File: src/source/conv_pkg.sv
package conv_pkg;

    // image geometry
    localparam int IMG_DIM = 8;
    localparam int K_DIM = 3;
    // valid convolution, no padding, stride 1
    localparam int OUT_DIM = IMG_DIM - K_DIM + 1;
    // one output channel per kernel
    localparam int N_KERNELS = 3;

    // datapath widths
    localparam int PIX_W = 8;
    // full signed 8x8 product
    localparam int PROD_W = 16;
    // nine products plus growth headroom
    localparam int ACC_W = 20;
    // low accumulator bits dropped before clamping
    localparam int SHIFT = 8;

    // buffer depths in bytes
    localparam int IMG_ENTRIES = IMG_DIM * IMG_DIM;
    localparam int KER_ENTRIES = N_KERNELS * K_DIM * K_DIM;
    localparam int WIN_ENTRIES = K_DIM * K_DIM;
    localparam int FMAP_ENTRIES = N_KERNELS * OUT_DIM * OUT_DIM;

    // signed pixel or weight byte
    typedef logic signed [PIX_W-1:0] pixel_t;

    // signed sum of nine widened products
    typedef logic signed [ACC_W-1:0] acc_t;

    // tag on each incoming byte
    typedef enum logic {
        KIND_PIXEL  = 1'b0,
        KIND_WEIGHT = 1'b1
    } beat_kind_t;

    // one input byte with its tag, 9 bits
    typedef struct packed {
        beat_kind_t kind;
        pixel_t     data;
    } load_beat_t;

    // whole image, entry 0 at row 0 column 0, raster order
    typedef pixel_t [IMG_ENTRIES-1:0] image_t;

    // all kernels
    // entry = kernel*9 + row*3 + col
    typedef pixel_t [KER_ENTRIES-1:0] kernel_set_t;

    // one 3x3 window or one kernel, row-major
    typedef pixel_t [WIN_ENTRIES-1:0] window_t;

    // output feature map
    // entry = channel*36 + row*6 + col
    typedef pixel_t [FMAP_ENTRIES-1:0] fmap_t;

endpackage
File: src/source/load_buffer.sv
module load_buffer #(
    parameter type payload_t = conv_pkg::image_t,
    parameter int  ENTRIES   = conv_pkg::IMG_ENTRIES
) (
    input  logic             clk,
    input  logic             arst_n,
    input  logic             wr,
    input  conv_pkg::pixel_t wr_data,
    output logic             filled,
    output payload_t         payload
);
    import conv_pkg::*;

    // pointer wide enough for ENTRIES-1
    localparam int PTR_W = (ENTRIES > 1) ? $clog2(ENTRIES) : 1;
    localparam logic [PTR_W-1:0] LAST = PTR_W'(ENTRIES - 1);

    logic [PTR_W-1:0]      ptr;
    pixel_t [ENTRIES-1:0]  store;

    // write pointer, wraps after the last entry
    always_ff @(posedge clk or negedge arst_n) begin
        if (!arst_n) begin
            ptr <= '0;
        end else if (wr) begin
            ptr <= (ptr == LAST) ? '0 : ptr + 1'b1;
        end
    end

    // byte storage, contents only meaningful once filled
    always_ff @(posedge clk) begin
        if (wr) begin
            store[ptr] <= wr_data;
        end
    end

    // high in the cycle the last entry is written
    assign filled = wr && (ptr == LAST);

    // whole store viewed as the payload type
    assign payload = payload_t'(store);

endmodule

File: config.mk
export PLATFORM = sky130hd
export DESIGN_NAME = load_buffer
export DESIGN_NICKNAME = d
export VERILOG_FILES = /design/src/source/conv_pkg.sv /design/src/source/load_buffer.sv
export SDC_FILE = /design/constraint.sdc
export NUM_CORES = 1
export LEC_CHECK = 0
export BUFFER_PORTS_ARGS = -buffer_cell sky130_fd_sc_hd__buf_2
export CORE_AREA = 3 3 200 202
export DETAILED_ROUTE_END_ITERATION = 10
export DIE_AREA = 0 0 203 205
export PLACE_DENSITY = 0.68
export REMOVE_ABC_BUFFERS = 1
export SLEW_MARGIN = 10
export SYNTH_ARGS = -nofsm -noshare
export SYNTH_HDL_FRONTEND = slang
export SYNTH_SLANG_ARGS = --single-unit
File: constraint.sdc
create_clock -name clk -period 2.8 [get_ports clk]
set_input_delay 0.14 -clock clk [delete_from_list [all_inputs] [get_ports clk]]
set_output_delay 0.14 -clock clk [all_outputs]
set_load 0.1 [all_outputs]
==> impl_metrics.env <==
export IMPL_worst_slack_ps=238
export IMPL_worstReg2RegEnd="payload[403]"
export IMPL_vias=8641
export IMPL_dieHeight_um=205
export IMPL_yosys_top_cells_count="edfxtp_1, nor2_1, nand2_1, nand3_1, dfrtp_1"
export IMPL_setup_tns_ps=0
export IMPL_yosysWarnings=0
export IMPL_grt_util_all_layers_pct=20.5
export IMPL_initial_utilization_pct=42.1
export IMPL_grt_first_pass_wirelength_mm=61.3
export IMPL_synth_flop_cell="edfxtp_1"
export IMPL_unrepaired_setup_endpoints_after_global_routing="no"
export IMPL_rr_worst_depth=3
export IMPL_drt_pass1_iterations=5
export IMPL_avgRoutedWirePerCell_um=24.4
export IMPL_final_setup_viol_count=0
export IMPL_critical_path_startpoint="ptr[1]"
export IMPL_critPathKind="reg2out"
export IMPL_nNetsFinal=1256
export IMPL_final_antenna_net_count=0
export IMPL_cpPeakStageDelay_ps=490
export IMPL_tritoncts="built"
export IMPL_worstPathBufferInverterCount=2
export IMPL_post_synthesis_cell_count=641
export IMPL_worst_r2r_setup_slack_ps=530
export IMPL_clock_latency_on_the_worst_skew_pair_ps=570
export IMPL_status="finished, final reports clean"
export IMPL_worstPathArrival_ps=2420
export IMPL_seq_area_um2=15500
export IMPL_share_of_final_layout_standard_cells_stronger_than_drive_strength_1_pct=49.6
export IMPL_worstHoldPathType="in2async"
export IMPL_avgSynthCellArea_um2=25.3
export IMPL_via_count_of_the_first_global_routing_pass=8495
export IMPL_post_synth_num_cell_types=32
export IMPL_synth_sequential_area_ratio_pct=95.9
export IMPL_synth_most_common_cell="edfxtp_1"
export IMPL_max_vdd_ir_drop_v=0.000668
export IMPL_syn_std_cell_area_um2=16200
export IMPL_worstMarginPinSlew_ps=844
export IMPL_clock_skew_final_ps=24.8
export IMPL_fillers=2940
export IMPL_clk_pin_slew_ps=70
export IMPL_floorplan_die_area_um2=41600
export IMPL_cp_endpoint="filled"
export IMPL_drt_total_wl_mm=43.9
export IMPL_drv_cap=0
export IMPL_critical_path_depth=5
export IMPL_htreeDepth=2
export IMPL_cts_inserted_buffers=50
export IMPL_cpMaxStageDelayCell="dfrtp_1"
export IMPL_cts_root_to_sink_buffers=3
export IMPL_ys_seq_elements=518
export IMPL_antenna_violations_before_repair=2
export IMPL_netlist_top_cell_by_area="edfxtp_1"
export IMPL_critical_path_rt_ps=2660
export IMPL_post_cts_buffers=0
export IMPL_num_antenna_cells=0
export IMPL_synth_largest_type_area_fraction_pct=94.9
export IMPL_highest_attainable_clock_frequency_mhz=390
export IMPL_gp_congestion=0.770
export IMPL_end_kind="output pin"
export IMPL_clk_root_buffer_cell="clkbuf_16"
export IMPL_drtIter0Drc=461
export IMPL_async_set_or_reset_register_ratio_after_synthesis_pct=1.16
export IMPL_worstSetupStartpointType="flip-flop"
export IMPL_drc=0
export IMPL_post_route_cell_area_um2=21400
export IMPL_final_max_slew_violation_count=0
export IMPL_timing_final_crit_share_pct=91.5
export IMPL_area_growth_pct=31.8
export IMPL_power_leakage_nw=7.90
export IMPL_final_hold_violation_count=0
export IMPL_cts_sinks=518
export IMPL_detail_route_vias_per_cell=4.80
export IMPL_floorplan_die_width_um=203
export IMPL_pre_cts_ws_ps=505
export IMPL_cp_cell_sequence="buf_4 > ha_1 > nand4_1 > nor2_1 > clkbuf_4"
export IMPL_timing_rr_start="ptr[0]"
export IMPL_slew_limit_headroom_pct=43.7
export IMPL_number_of_standard_cell_rows_in_the_floorplan=72
export IMPL_synth_enable_flop_cells=512
export IMPL_post_route_min_period_ps=2560
export IMPL_input_output_buffers=523
export IMPL_fp_coreArea_um2=38500
export IMPL_multi_input_area_um2=607
export IMPL_cp_max_fo=9
export IMPL_overflow=0
export IMPL_placed_area_um2=19800
export IMPL_cellPowerDensity_nw_per_um2=836
export IMPL_leading_cell_types_by_total_area_after_synthesis="edfxtp_1, nor2_1, dfrtp_1"
export IMPL_total_power_mw=17.8
export IMPL_io_pin_count=524
export IMPL_kind_of_cell_adding_the_most_delay_to_the_critical_path="buffers and inverters"
export IMPL_grt_start_max_net_pins=37
export IMPL_place_detailed_hpwl_mm=29.8
==> registers in the layout, indices dropped and copies added, names as in the netlist <==
name,count
payload,512
ptr,6
==> where the power goes <==
group	internal (mW)	switching, mW
clock network	3.65	2.71
logic	0.345	2.11
registers	8.83	0.190
==> worst reg2reg max path: cells and delay by family (launching register included) <==
kind             cells  cell delay, ps
DFF                  1             530
and+or+nand+nor      3            1360
==> routing by layer <==
layer / track usage [%] / wire, µm / vias up
li1: - / - / 3729
met1: 25.5 / 16700 / 4363
met2: 33.9 / 21600 / 473
met3: 7.28 / 4490 / 72
met4: 6.73 / 1090 / 4
met5: 0 / 27 / -
==> placed cells by master (no fill, tap or decap), types with 2 or more instances in the layout <==
cell type        n
nor2_1          63
clkbuf_1        13
buf_2          522
buf_4           28
clkinv_1         9
nand3_1          8
and2b_1          2
nand2_1         11
xnor2_1          3
dfrtp_1          6
nor2b_1          2
nand2b_1         2
nor4_2           2
nor3_1           2
nand4_1          2
inv_8            2
clkinv_2         8
dlygate4sd3_1    2
buf_12           8
bufinv_16        2
clkinvlp_4       3
clkbuf_16       53
edfxtp_1       512
==> cell type report <==
class | instances | area share, %
Clock buffer | 66 | 6.44
Clock inverter | 25 | 0.879
Multi-Input combinational cell | 113 | 2.84
Sequential cell | 518 | 72.7
Tap cell | 518 | 3.04
Timing Repair Buffer | 561 | 14.1
==> what timing repair did <==
action	4_1_cts	5_1_grt
hold endpoints to repair	9	0
hold buffers	2	0
endpoints found under the setup margin	0	1
gates resized for setup	0	1
==> cell families after synthesis <==
group / count (synthesis) / synth area share, %
AO/OA/AOI/OAI: 1 / 0.0464
XOR/XNOR: 4 / 0.216
adder cells (fa/ha/maj): 1 / 0.0772
buffers and inverters: 10 / 0.394
flip-flops: 518 / 95.9
multiplexers: 1 / 0.0695
AND/OR/NAND/NOR: 106 / 3.34
==> worst min path at each step <==
stage | end | slack, ps | startpoint
finish | ptr[0] | 70 | arst_n
global route | ptr[0] | 30 | arst_n
CTS | ptr[0] | 2 | arst_n
detailed placement | ptr[2] | -10 | arst_n
global placement | ptr[2] | -20 | arst_n
floorplan | ptr[0] | -160 | arst_n
==> metrics by stage <==
stage	instances	utilization [%]	hold slack, ps
finish	1801	55.5	65.2
global route	1801	55.5	26.5
CTS	1801	55.5	1.62
detailed placement	1708	51.4	-11.6
global placement	1708	51.4	-20.4
floorplan	631	-	-156
Note: power is estimated with default switching activity, not from simulation.
