==> src/source/conv_pkg.sv <==
package conv_pkg;

    // image geometry
    localparam int IMG_DIM = 8;
    localparam int K_DIM = 3;
    // valid convolution, no padding, stride 1
    localparam int OUT_DIM = IMG_DIM - K_DIM + 1;
    // one output channel per kernel
    localparam int N_KERNELS = 3;

    // datapath widths
    localparam int PIX_W = 8;
    // full signed 8x8 product
    localparam int PROD_W = 16;
    // nine products plus growth headroom
    localparam int ACC_W = 20;
    // low accumulator bits dropped before clamping
    localparam int SHIFT = 8;

    // buffer depths in bytes
    localparam int IMG_ENTRIES = IMG_DIM * IMG_DIM;
    localparam int KER_ENTRIES = N_KERNELS * K_DIM * K_DIM;
    localparam int WIN_ENTRIES = K_DIM * K_DIM;
    localparam int FMAP_ENTRIES = N_KERNELS * OUT_DIM * OUT_DIM;

    // signed pixel or weight byte
    typedef logic signed [PIX_W-1:0] pixel_t;

    // signed sum of nine widened products
    typedef logic signed [ACC_W-1:0] acc_t;

    // tag on each incoming byte
    typedef enum logic {
        KIND_PIXEL  = 1'b0,
        KIND_WEIGHT = 1'b1
    } beat_kind_t;

    // one input byte with its tag, 9 bits
    typedef struct packed {
        beat_kind_t kind;
        pixel_t     data;
    } load_beat_t;

    // whole image, entry 0 at row 0 column 0, raster order
    typedef pixel_t [IMG_ENTRIES-1:0] image_t;

    // all kernels
    // entry = kernel*9 + row*3 + col
    typedef pixel_t [KER_ENTRIES-1:0] kernel_set_t;

    // one 3x3 window or one kernel, row-major
    typedef pixel_t [WIN_ENTRIES-1:0] window_t;

    // output feature map
    // entry = channel*36 + row*6 + col
    typedef pixel_t [FMAP_ENTRIES-1:0] fmap_t;

endpackage
==> src/source/stream_loader.sv <==
module stream_loader (
    input  logic                 clk,
    input  logic                 arst_n,
    input  logic                 beat_valid,
    input  conv_pkg::load_beat_t beat,
    output logic                 img_wr,
    output logic                 ker_wr,
    output conv_pkg::pixel_t     wr_data,
    input  logic                 img_filled,
    input  logic                 ker_filled,
    output logic                 start
);
    import conv_pkg::*;

    // a complete kernel set sits in the kernel buffer
    logic weights_ready;
    // a complete image waits for kernels
    logic image_pending;
    // image side of the start condition
    logic img_done;
    // kernel side of the start condition
    logic ker_ok;
    // both sides met this cycle
    logic fire;

    // route by tag, byte goes to both buffers
    assign img_wr  = beat_valid && (beat.kind == KIND_PIXEL);
    assign ker_wr  = beat_valid && (beat.kind == KIND_WEIGHT);
    assign wr_data = beat.data;

    // image completes now or completed earlier
    assign img_done = img_filled || image_pending;

    // kernels complete now or completed earlier
    // a partial reload has cleared weights_ready until its last weight
    assign ker_ok = ker_filled || weights_ready;

    assign fire = img_done && ker_ok;

    always_ff @(posedge clk or negedge arst_n) begin
        if (!arst_n) begin
            weights_ready <= 1'b0;
            image_pending <= 1'b0;
            start         <= 1'b0;
        end else begin
            // one-cycle start, right after the completing beat
            start <= fire;

            // kernels stay valid across images
            // only a new weight stream clears them
            if (ker_filled) begin
                weights_ready <= 1'b1;
            end else if (ker_wr) begin
                weights_ready <= 1'b0;
            end

            // pending image is consumed by the start
            if (fire) begin
                image_pending <= 1'b0;
            end else if (img_filled) begin
                image_pending <= 1'b1;
            end
        end
    end

endmodule

==> config.mk <==
export PLATFORM = sky130hd
export DESIGN_NAME = stream_loader
export DESIGN_NICKNAME = d
export VERILOG_FILES = /design/src/source/conv_pkg.sv /design/src/source/stream_loader.sv
export SDC_FILE = /design/constraint.sdc
export NUM_CORES = 1
export LEC_CHECK = 0
export BUFFER_PORTS_ARGS = -buffer_cell sky130_fd_sc_hd__buf_2
export CELL_PAD_IN_SITES_DETAIL_PLACEMENT = 1
export CELL_PAD_IN_SITES_GLOBAL_PLACEMENT = 2
export CORE_MARGIN = 3
export CORE_UTILIZATION = 11
export DETAILED_ROUTE_END_ITERATION = 7
export PLACE_DENSITY_LB_ADDON = 0.25
export REMOVE_ABC_BUFFERS = 1
export SYNTH_ARGS = -nofsm -noshare
export SYNTH_HDL_FRONTEND = slang
export SYNTH_SLANG_ARGS = --single-unit
==> constraint.sdc <==
create_clock -name clk -period 0.8 [get_ports clk]
set_input_delay 0.24 -clock clk [delete_from_list [all_inputs] [get_ports clk]]
set_output_delay 0.24 -clock clk [all_outputs]
set_load 0.005 [all_outputs]
==> results.md, run 1 <==
* Status: finished with violations
* Failing checks: setup timing
* Yosys warning total at 0
* Wirelength, routed at 397 um
* CP Max Fanout at 1
* Synth area leaders: dfrtp_1 (43%), buf_4 (34%), nor2_1 (6.4%)
* Detailed router's first-iteration violation count at 0
* Largest stage delay on the critical path at 0.34 ns
* Yosys top cell area share at 42.9%
* VDD IR max at 0.678 mV
* Slew HR at 89.5%
* CTS tree: built
* Setup Crit Path Kind: reg -> out
* Commonest cells after routing, fill and taps aside: buf_2 (6), nor2_1 (3), clkbuf_4 (3), dfrtp_1 (3)
* Number of global-route vias before repair at 159
* First-pass GRT wire length at 593 um
* Final hold vios at 0
* Die Area at 2110 um2
* Hold path endpoint: image_pending
* Slew @ Worst Pin at 0.157 ns
* CP endpoint kind: primary output
* Fmax achieved at 1.08 GHz
* Min-delay src: ker_filled
* Finish-stage setup viols at 2
* Worst Path Arrival at 0.69 ns
* I/O Pins at 25
* Via count at 138
* Worst clock skew at 0.00113 ns
* WP data required at 0.56 ns
* Sequential fraction of the synthesis area at 42.9%
* N_diodes at 0
* Maxcap violations at 0
* CP Cell Sequence: buf_2
* CP Launch Type: flop
* Pin count of the biggest net entering global routing at 4
* GPL Wtd Cong at 0.547
* Cell Pwr Density at 2000 nW/um2
* Syn_area_per_cell at 9.22 um2
* Worst r2r path cells at 1
* Worst-Skew Late Latency at 0.23 ns
* Setup TNS at -0.201 ns
* Gr ovfl total at 0
* CTS root buffer: clkbuf_4
* 1st-pass router iterations at 1
* Post-route setup slack at -0.129 ns
* Reg-to-Reg Start: weights_ready
* GRT Util Overall at 4.46%
* R2R Setup Slk at 0.14 ns
* Drt drc at 0
* RR Endpoint: weights_ready
* Post-layout min period at 0.929 ns
* CTS Sinks at 3
* Vias per std cell at 3.45
* Synth unique cells at 8
* DIE HEIGHT at 45.9 um
* Deepest clock path buffer count at 2
* Tot Pwr at 0.482 mW
* Fin crit share at 116%
* Cell row count at 13
* Synth Instances at 19
* Cell family with the largest share of critical-path delay: flip-flops
* Final max-slew violation count at 0
* Initial antenna violation count at 0
* Yosys top cell by area: dfrtp_1
* I/O Buffers at 8
* Critical path buffers and inverters at 1
* Initial Util at 12.5%
* Area grow syn2layout at 37.9%
* Die Span X at 45.9 um
* Cell area after synthesis at 175 um2
* CP max-delay cell: dfrtp_1
* Leakage at 0.128 nW
* CTS buffer count at 3
* H-tree depth at 1
* HP Class: in -> reg
* RSZ-0062 raised after global routing: yes
* Commonest non-fill, non-tap cell in the layout: buf_2
* Routed Antenna Nets at 0
* # nets final at 40
* Fraction of layout cells with a size suffix above 1 at 60.0%
* Hold depth at 2
* Routed length per instance at 9.93 um
* Number of synthesized register bits at 3
* Clock-pin slew on the worst setup and hold paths at 0.03 ns
* Core ar. at 1400 um2
[worst max-delay path by stage]
stage	start	endpoint	slack [ns]	depth (start not counted)
finish	start	start	-0.13	1
global route	start	start	-0.17	1
CTS	start	start	-0.14	1
detailed placement	beat[8]	img_wr	-0.08	3
global placement	beat[8]	img_wr	-0.07	3
floorplan	beat[8]	img_wr	0.12	1
[timing repair]
item,CTS,global route
endpoints found under the hold margin,3,0
setup buffers,0,0
cloned,0,0
hold buffers,1,0
resized for setup,3,3
endpoints found under the setup margin,3,3
[through the flow]
| stage | setup WS [ns] | area (um2) | utilization [%] | instances | hold WS (ns) |
|---|---|---|---|---|---|
| 2_1_floorplan | 0.125 | 115 | - | 11 | -0.0556 |
| 3_5_place_dp | -0.0787 | 181 | 13.0 | 35 | 0.0391 |
| 6_report | -0.129 | 241 | 17.3 | 40 | 0.210 |
| 4_1_cts | -0.144 | 233 | 16.6 | 40 | 0.208 |
| 3_3_place_gp | -0.0749 | 181 | 13.0 | 35 | 0.0370 |
| 5_1_grt | -0.173 | 241 | 17.3 | 40 | 0.221 |
[flip-flops by register name, indices dropped and copies added, names as in the netlist]
register and cells:
image_pending 1, start 1, weights_ready 1
[synthesized netlist by cell type]
cell type	count
nand2_1	1
inv_1	1
dfrtp_1	3
nor2_1	3
a21o_1	1
buf_4	8
nor3_1	1
and2b_2	1
[cell type report]
| type | count | area, um2 |
|---|---|---|
| Inverter | 1 | 3.75 |
| Multi-Input combinational cell | 7 | 43.8 |
| Clock buffer | 4 | 26.3 |
| Fill cell | 169 | 1160 |
| Timing Repair Buffer | 10 | 73.8 |
| Tap cell | 15 | 18.8 |
| Sequential cell | 3 | 75.1 |
[routing by layer]
metal  GRT usage (%)  part of all wire [%]
met1            3.73                    33
met2            3.85                    37
met3            6.72                    29
met4            5.11                     0
met5               0                     0
[where the power goes]
group | switching [mW] | total [mW] | internal, mW | leakage (nW)
clock network | 0.0690 | 0.255 | 0.186 | 0.0150
registers | 0.00358 | 0.165 | 0.161 | 0.0356
logic | 0.0236 | 0.0617 | 0.0381 | 0.0771
total | 0.0961 | 0.482 | 0.386 | 0.128
[cells by family (layout without fill, tap and decap cells)]
group           after synthesis  after routing  share of synthesized area, %
compound gates                1              1                          4.29
buf+inv                       9             15                          36.4
flops                         3              3                          42.9
simple gates                  6              6                          16.4
Note: power is estimated with default switching activity, not from simulation.
==> inputs of run 2 (changes only) <==
Settings changed: TNS_END_PERCENT set to 1.
==> results.md, run 2 (synthesis gave the netlist of run 1 again) <==
* Status: finished with violations
* Failing checks: setup timing
* Largest stage delay on the critical path at 0.34 ns
* GPL Wtd Cong at 0.547
* I/O Pins at 25
* GRT Util Overall at 4.46%
* FILL cells at 169
* # nets final at 40
* Slew HR at 89.5%
* CTS tree: built
* First-pass GRT wire length at 593 um
* Pre-CTS setup slack at -0.0787 ns
* Number of global-route vias before repair at 159
* Post-layout min period at 0.929 ns
* Routed Antenna Nets at 0
* Area grow syn2layout at 32.9%
* Worst clock skew at 0.00113 ns
* Worst r2r path cells at 1
* Maxcap violations at 0
* RR Endpoint: weights_ready
* Commonest non-fill, non-tap cell in the layout: buf_2
* 1st-pass router iterations at 1
* Placed cells at 35
* I/O Buffers at 8
* Commonest cells after routing, fill and taps aside: buf_2 (6), nor2_1 (3), clkbuf_4 (3), dfrtp_1 (3), buf_6 (2)
* Initial Util at 12.5%
* Clock-pin slew on the worst setup and hold paths at 0.03 ns
* Tot Pwr at 0.477 mW
* RSZ-0062 raised after global routing: yes
* HP Class: in -> reg
* Setup Crit Path Kind: reg -> out
* Worst Path Arrival at 0.69 ns
* Worst-Skew Late Latency at 0.23 ns
* CTS buffer count at 3
* Min-delay src: ker_filled
* Slew @ Worst Pin at 0.157 ns
* Worst setup path start: start
* Cell family with the largest share of critical-path delay: flip-flops
* Fin crit share at 116%
* CP endpoint kind: primary output
* Multi-input gate area at 38.8 um2
* Cell Pwr Density at 2050 nW/um2
* Wirelength, routed at 389 um
* CP Launch Type: flop
* Critical path buffers and inverters at 1
* CP endpoint: start
* Detailed router's first-iteration violation count at 0
* N_diodes at 0
* Post-route setup slack at -0.129 ns
* Vias per std cell at 3.33
* Drt drc at 0
* VDD IR max at 0.677 mV
* Die Span X at 45.9 um
* CP Cell Sequence: buf_2
* Cell row count at 13
* Initial antenna violation count at 0
* Area occupied by registers at 75.1 um2
* Final max-slew violation count at 0
* Deepest clock path buffer count at 2
* DIE HEIGHT at 45.9 um
* Final hold vios at 0
* Finish-stage setup viols at 2
* Routed length per instance at 9.73 um
* WP data required at 0.56 ns
* Biggest registers after layout: image_pending (1), start (1), weights_ready (1)
* CP max-delay cell: dfrtp_1
* Gr ovfl total at 0
* Filler-free cell count of the finished design at 40
* Fraction of layout cells with a size suffix above 1 at 60.0%
* Fmax achieved at 1.08 GHz
* Core ar. at 1400 um2
* Leakage at 0.122 nW
* CP Max Fanout at 1
* CTS Sinks at 3
* Via count at 133
* Crit. path cell count at 1
* Die Area at 2110 um2
* R2R Setup Slk at 0.14 ns
* CTS root buffer: clkbuf_4
* H-tree depth at 1
* Pin count of the biggest net entering global routing at 4
* Reg-to-Reg Start: weights_ready
[run 2: how the worst min path moves through the flow]
stage | endpoint | slack [ns] | depth (start not counted)
2_1_floorplan | image_pending | -0.06 | 0
3_3_place_gp | start | 0.04 | 1
3_5_place_dp | start | 0.04 | 1
4_1_cts | image_pending | 0.21 | 2
5_1_grt | image_pending | 0.22 | 2
6_report | image_pending | 0.21 | 2
[run 2: final cells by class]
| type | count | area share, % |
|---|---|---|
| Sequential cell | 3 | 32.3 |
| Multi-Input combinational cell | 7 | 16.7 |
| Timing Repair Buffer | 10 | 30.1 |
| Clock buffer | 4 | 11.3 |
| Tap cell | 15 | 8.06 |
| Inverter | 1 | 1.61 |
[run 2: metrics by stage]
stage | setup TNS, ns | hold WS [ns] | area [um2] | util [%]
after floorplan | 0 | -0.0556 | 115 | -
after global placement | -0.0820 | 0.0370 | 181 | 13.0
after detailed placement | -0.103 | 0.0391 | 181 | 13.0
after CTS | -0.208 | 0.208 | 233 | 16.6
after global routing | -0.244 | 0.221 | 233 | 16.6
final | -0.192 | 0.210 | 233 | 16.6
[run 2: per-layer routing]
metal / part of all wire, % / GRT usage [%]
met1: 35 / 3.73
met2: 34 / 3.85
met3: 30 / 6.72
met4: 0 / 5.11
met5: 0 / 0
[run 2: report_power, final]
part	switching [mW]	leakage [nW]	total, mW	internal [mW]
Combinational	0.0217	0.0710	0.0567	0.0350
Clock	0.0690	0.0150	0.255	0.186
Sequential	0.00358	0.0356	0.165	0.161
[run 2: timing repair]
action	CTS	global route
endpoints found under the setup margin	3	3
buffers inserted	0	0
hold endpoints to repair	3	0
resized for setup	3	1
hold buffers	1	0
==> inputs of run 3 (changes only) <==
Settings changed: REMOVE_ABC_BUFFERS 1 to not set.
==> results.md, run 3 (synthesis gave the netlist of run 1 again) <==
* Status: finished with violations
* Failing checks: setup timing
* Vias per std cell at 3.10
* Syn Nets at 33
* GPL Wtd Cong at 0.528
* Fmax achieved at 1.08 GHz
* Cell row count at 13
* Gr ovfl total at 0
* Via count at 121
* First-pass GRT wire length at 469 um
* Leakage at 0.122 nW
* Maxcap violations at 0
* H-tree depth at 1
* Tot Pwr at 0.480 mW
* Biggest registers after layout: image_pending (1), start (1), weights_ready (1)
* Initial Util at 12.5%
* I/O Pins at 25
* Routed Antenna Nets at 0
* CP Max Fanout at 1
* VDD IR max at 0.627 mV
* CP max-delay cell: dfrtp_1
* Die Area at 2110 um2
* N_diodes at 0
* Post-layout min period at 0.929 ns
* Slew @ Worst Pin at 0.159 ns
* RSZ-0062 raised after global routing: yes
* Initial antenna violation count at 0
* Drt drc at 0
* Commonest cells after routing, fill and taps aside: buf_2 (6), nor2_1 (3), clkbuf_4 (3), dfrtp_1 (3), buf_6 (2)
* Setup Crit Path Kind: reg -> out
* Commonest non-fill, non-tap cell in the layout: buf_2
* I/O Buffers at 8
* Fin crit share at 116%
* HPWL after detailed placement at 246 um
* Clock-pin slew on the worst setup and hold paths at 0.04 ns
* Cell Pwr Density at 2080 nW/um2
* Area grow syn2layout at 31.4%
* GRT Util Overall at 3.59%
* Wirelength, routed at 319 um
* CP Cell Sequence: buf_2
* HP Class: in -> reg
* Post-route setup slack at -0.129 ns
* WP data required at 0.56 ns
* Worst Path Arrival at 0.69 ns
* Hold Slack at 0.203 ns
* Pre-CTS setup slack at -0.0828 ns
* Cell family with the largest share of critical-path delay: flip-flops
* Pin count of the biggest net entering global routing at 4
* CTS tree: built
* Largest stage delay on the critical path at 0.34 ns
* Core ar. at 1400 um2
* Critical path buffers and inverters at 1
* Detailed router's first-iteration violation count at 2
* CTS root buffer: clkbuf_4
* Slew HR at 89.4%
* CP Launch Type: flop
* Die Span X at 45.9 um
* Routed length per instance at 8.18 um
* CTS Sinks at 3
* DIE HEIGHT at 45.9 um
* Number of global-route vias before repair at 138
* CP endpoint kind: primary output
* Worst clock skew at 0.00186 ns
* Worst-Skew Late Latency at 0.23 ns
* Final hold vios at 0
* Finish-stage setup viols at 2
* # nets final at 39
* CTS buffer count at 3
* 1st-pass router iterations at 3
* Fraction of layout cells with a size suffix above 1 at 58.3%
* Final max-slew violation count at 0
* Deepest clock path buffer count at 2
run 3: cell count changes in the layout (fill, tap and decap cells not counted):
cell | previous run | this run
buf_4 | 1 | 0
nand2_2 | 1 | 0
nand2_4 | 0 | 1
run 3: path summary, 6_finish.rpt:
kind                                    start             to  slack (ns)  depth (start not counted)
worst max-delay path                    start          start       -0.13                          1
worst min-delay path               ker_filled  image_pending        0.20                          2
worst max register to register  image_pending  image_pending        0.12                          2
worst min register to register  weights_ready  image_pending        0.46                          1
max in group asynchronous              arst_n  weights_ready        0.36                          2
min in group asynchronous              arst_n          start        0.34                          2
run 3: layout make-up:
| cell class | count | area [um2] |
|---|---|---|
| Clock buffer | 4 | 26.3 |
| Inverter | 1 | 3.75 |
| Fill cell | 169 | 1170 |
| Timing Repair Buffer | 9 | 62.6 |
| Tap cell | 15 | 18.8 |
| Sequential cell | 3 | 75.1 |
| Multi-Input combinational cell | 7 | 43.8 |
run 3: layer usage:
metal / track usage (%) / vias up / part of all wire [%]
met5: 0 / - / 0
met3: 2.37 / 2 / 13
met1: 1.87 / 55 / 29
met2: 5.49 / 5 / 56
met4: 6.25 / 0 / 1.3
li1: - / 59 / -
run 3: power by group:
group	total (mW)	internal [mW]	leakage, nW	switching (mW)
Sequential	0.165	0.161	0.0356	0.00366
Clock	0.259	0.187	0.0150	0.0723
Combinational	0.0557	0.0331	0.0712	0.0226
Total	0.480	0.381	0.122	0.0986
run 3: repair_timing:
action                     CTS  global route
buffers inserted             0             0
setup endpoints to repair    3             3
hold buffers                 1             0
hold endpoints to repair     3             0
gates resized for setup      3             2
run 3: stage by stage:
stage	setup TNS (ns)	util, %	cell area, um2	std cells
global placement	-0.0982	12.4	174	34
global route	-0.239	16.5	230	39
detailed placement	-0.112	12.4	174	34
CTS	-0.207	16.1	225	39
floorplan	0	-	175	19
finish	-0.201	16.5	230	39
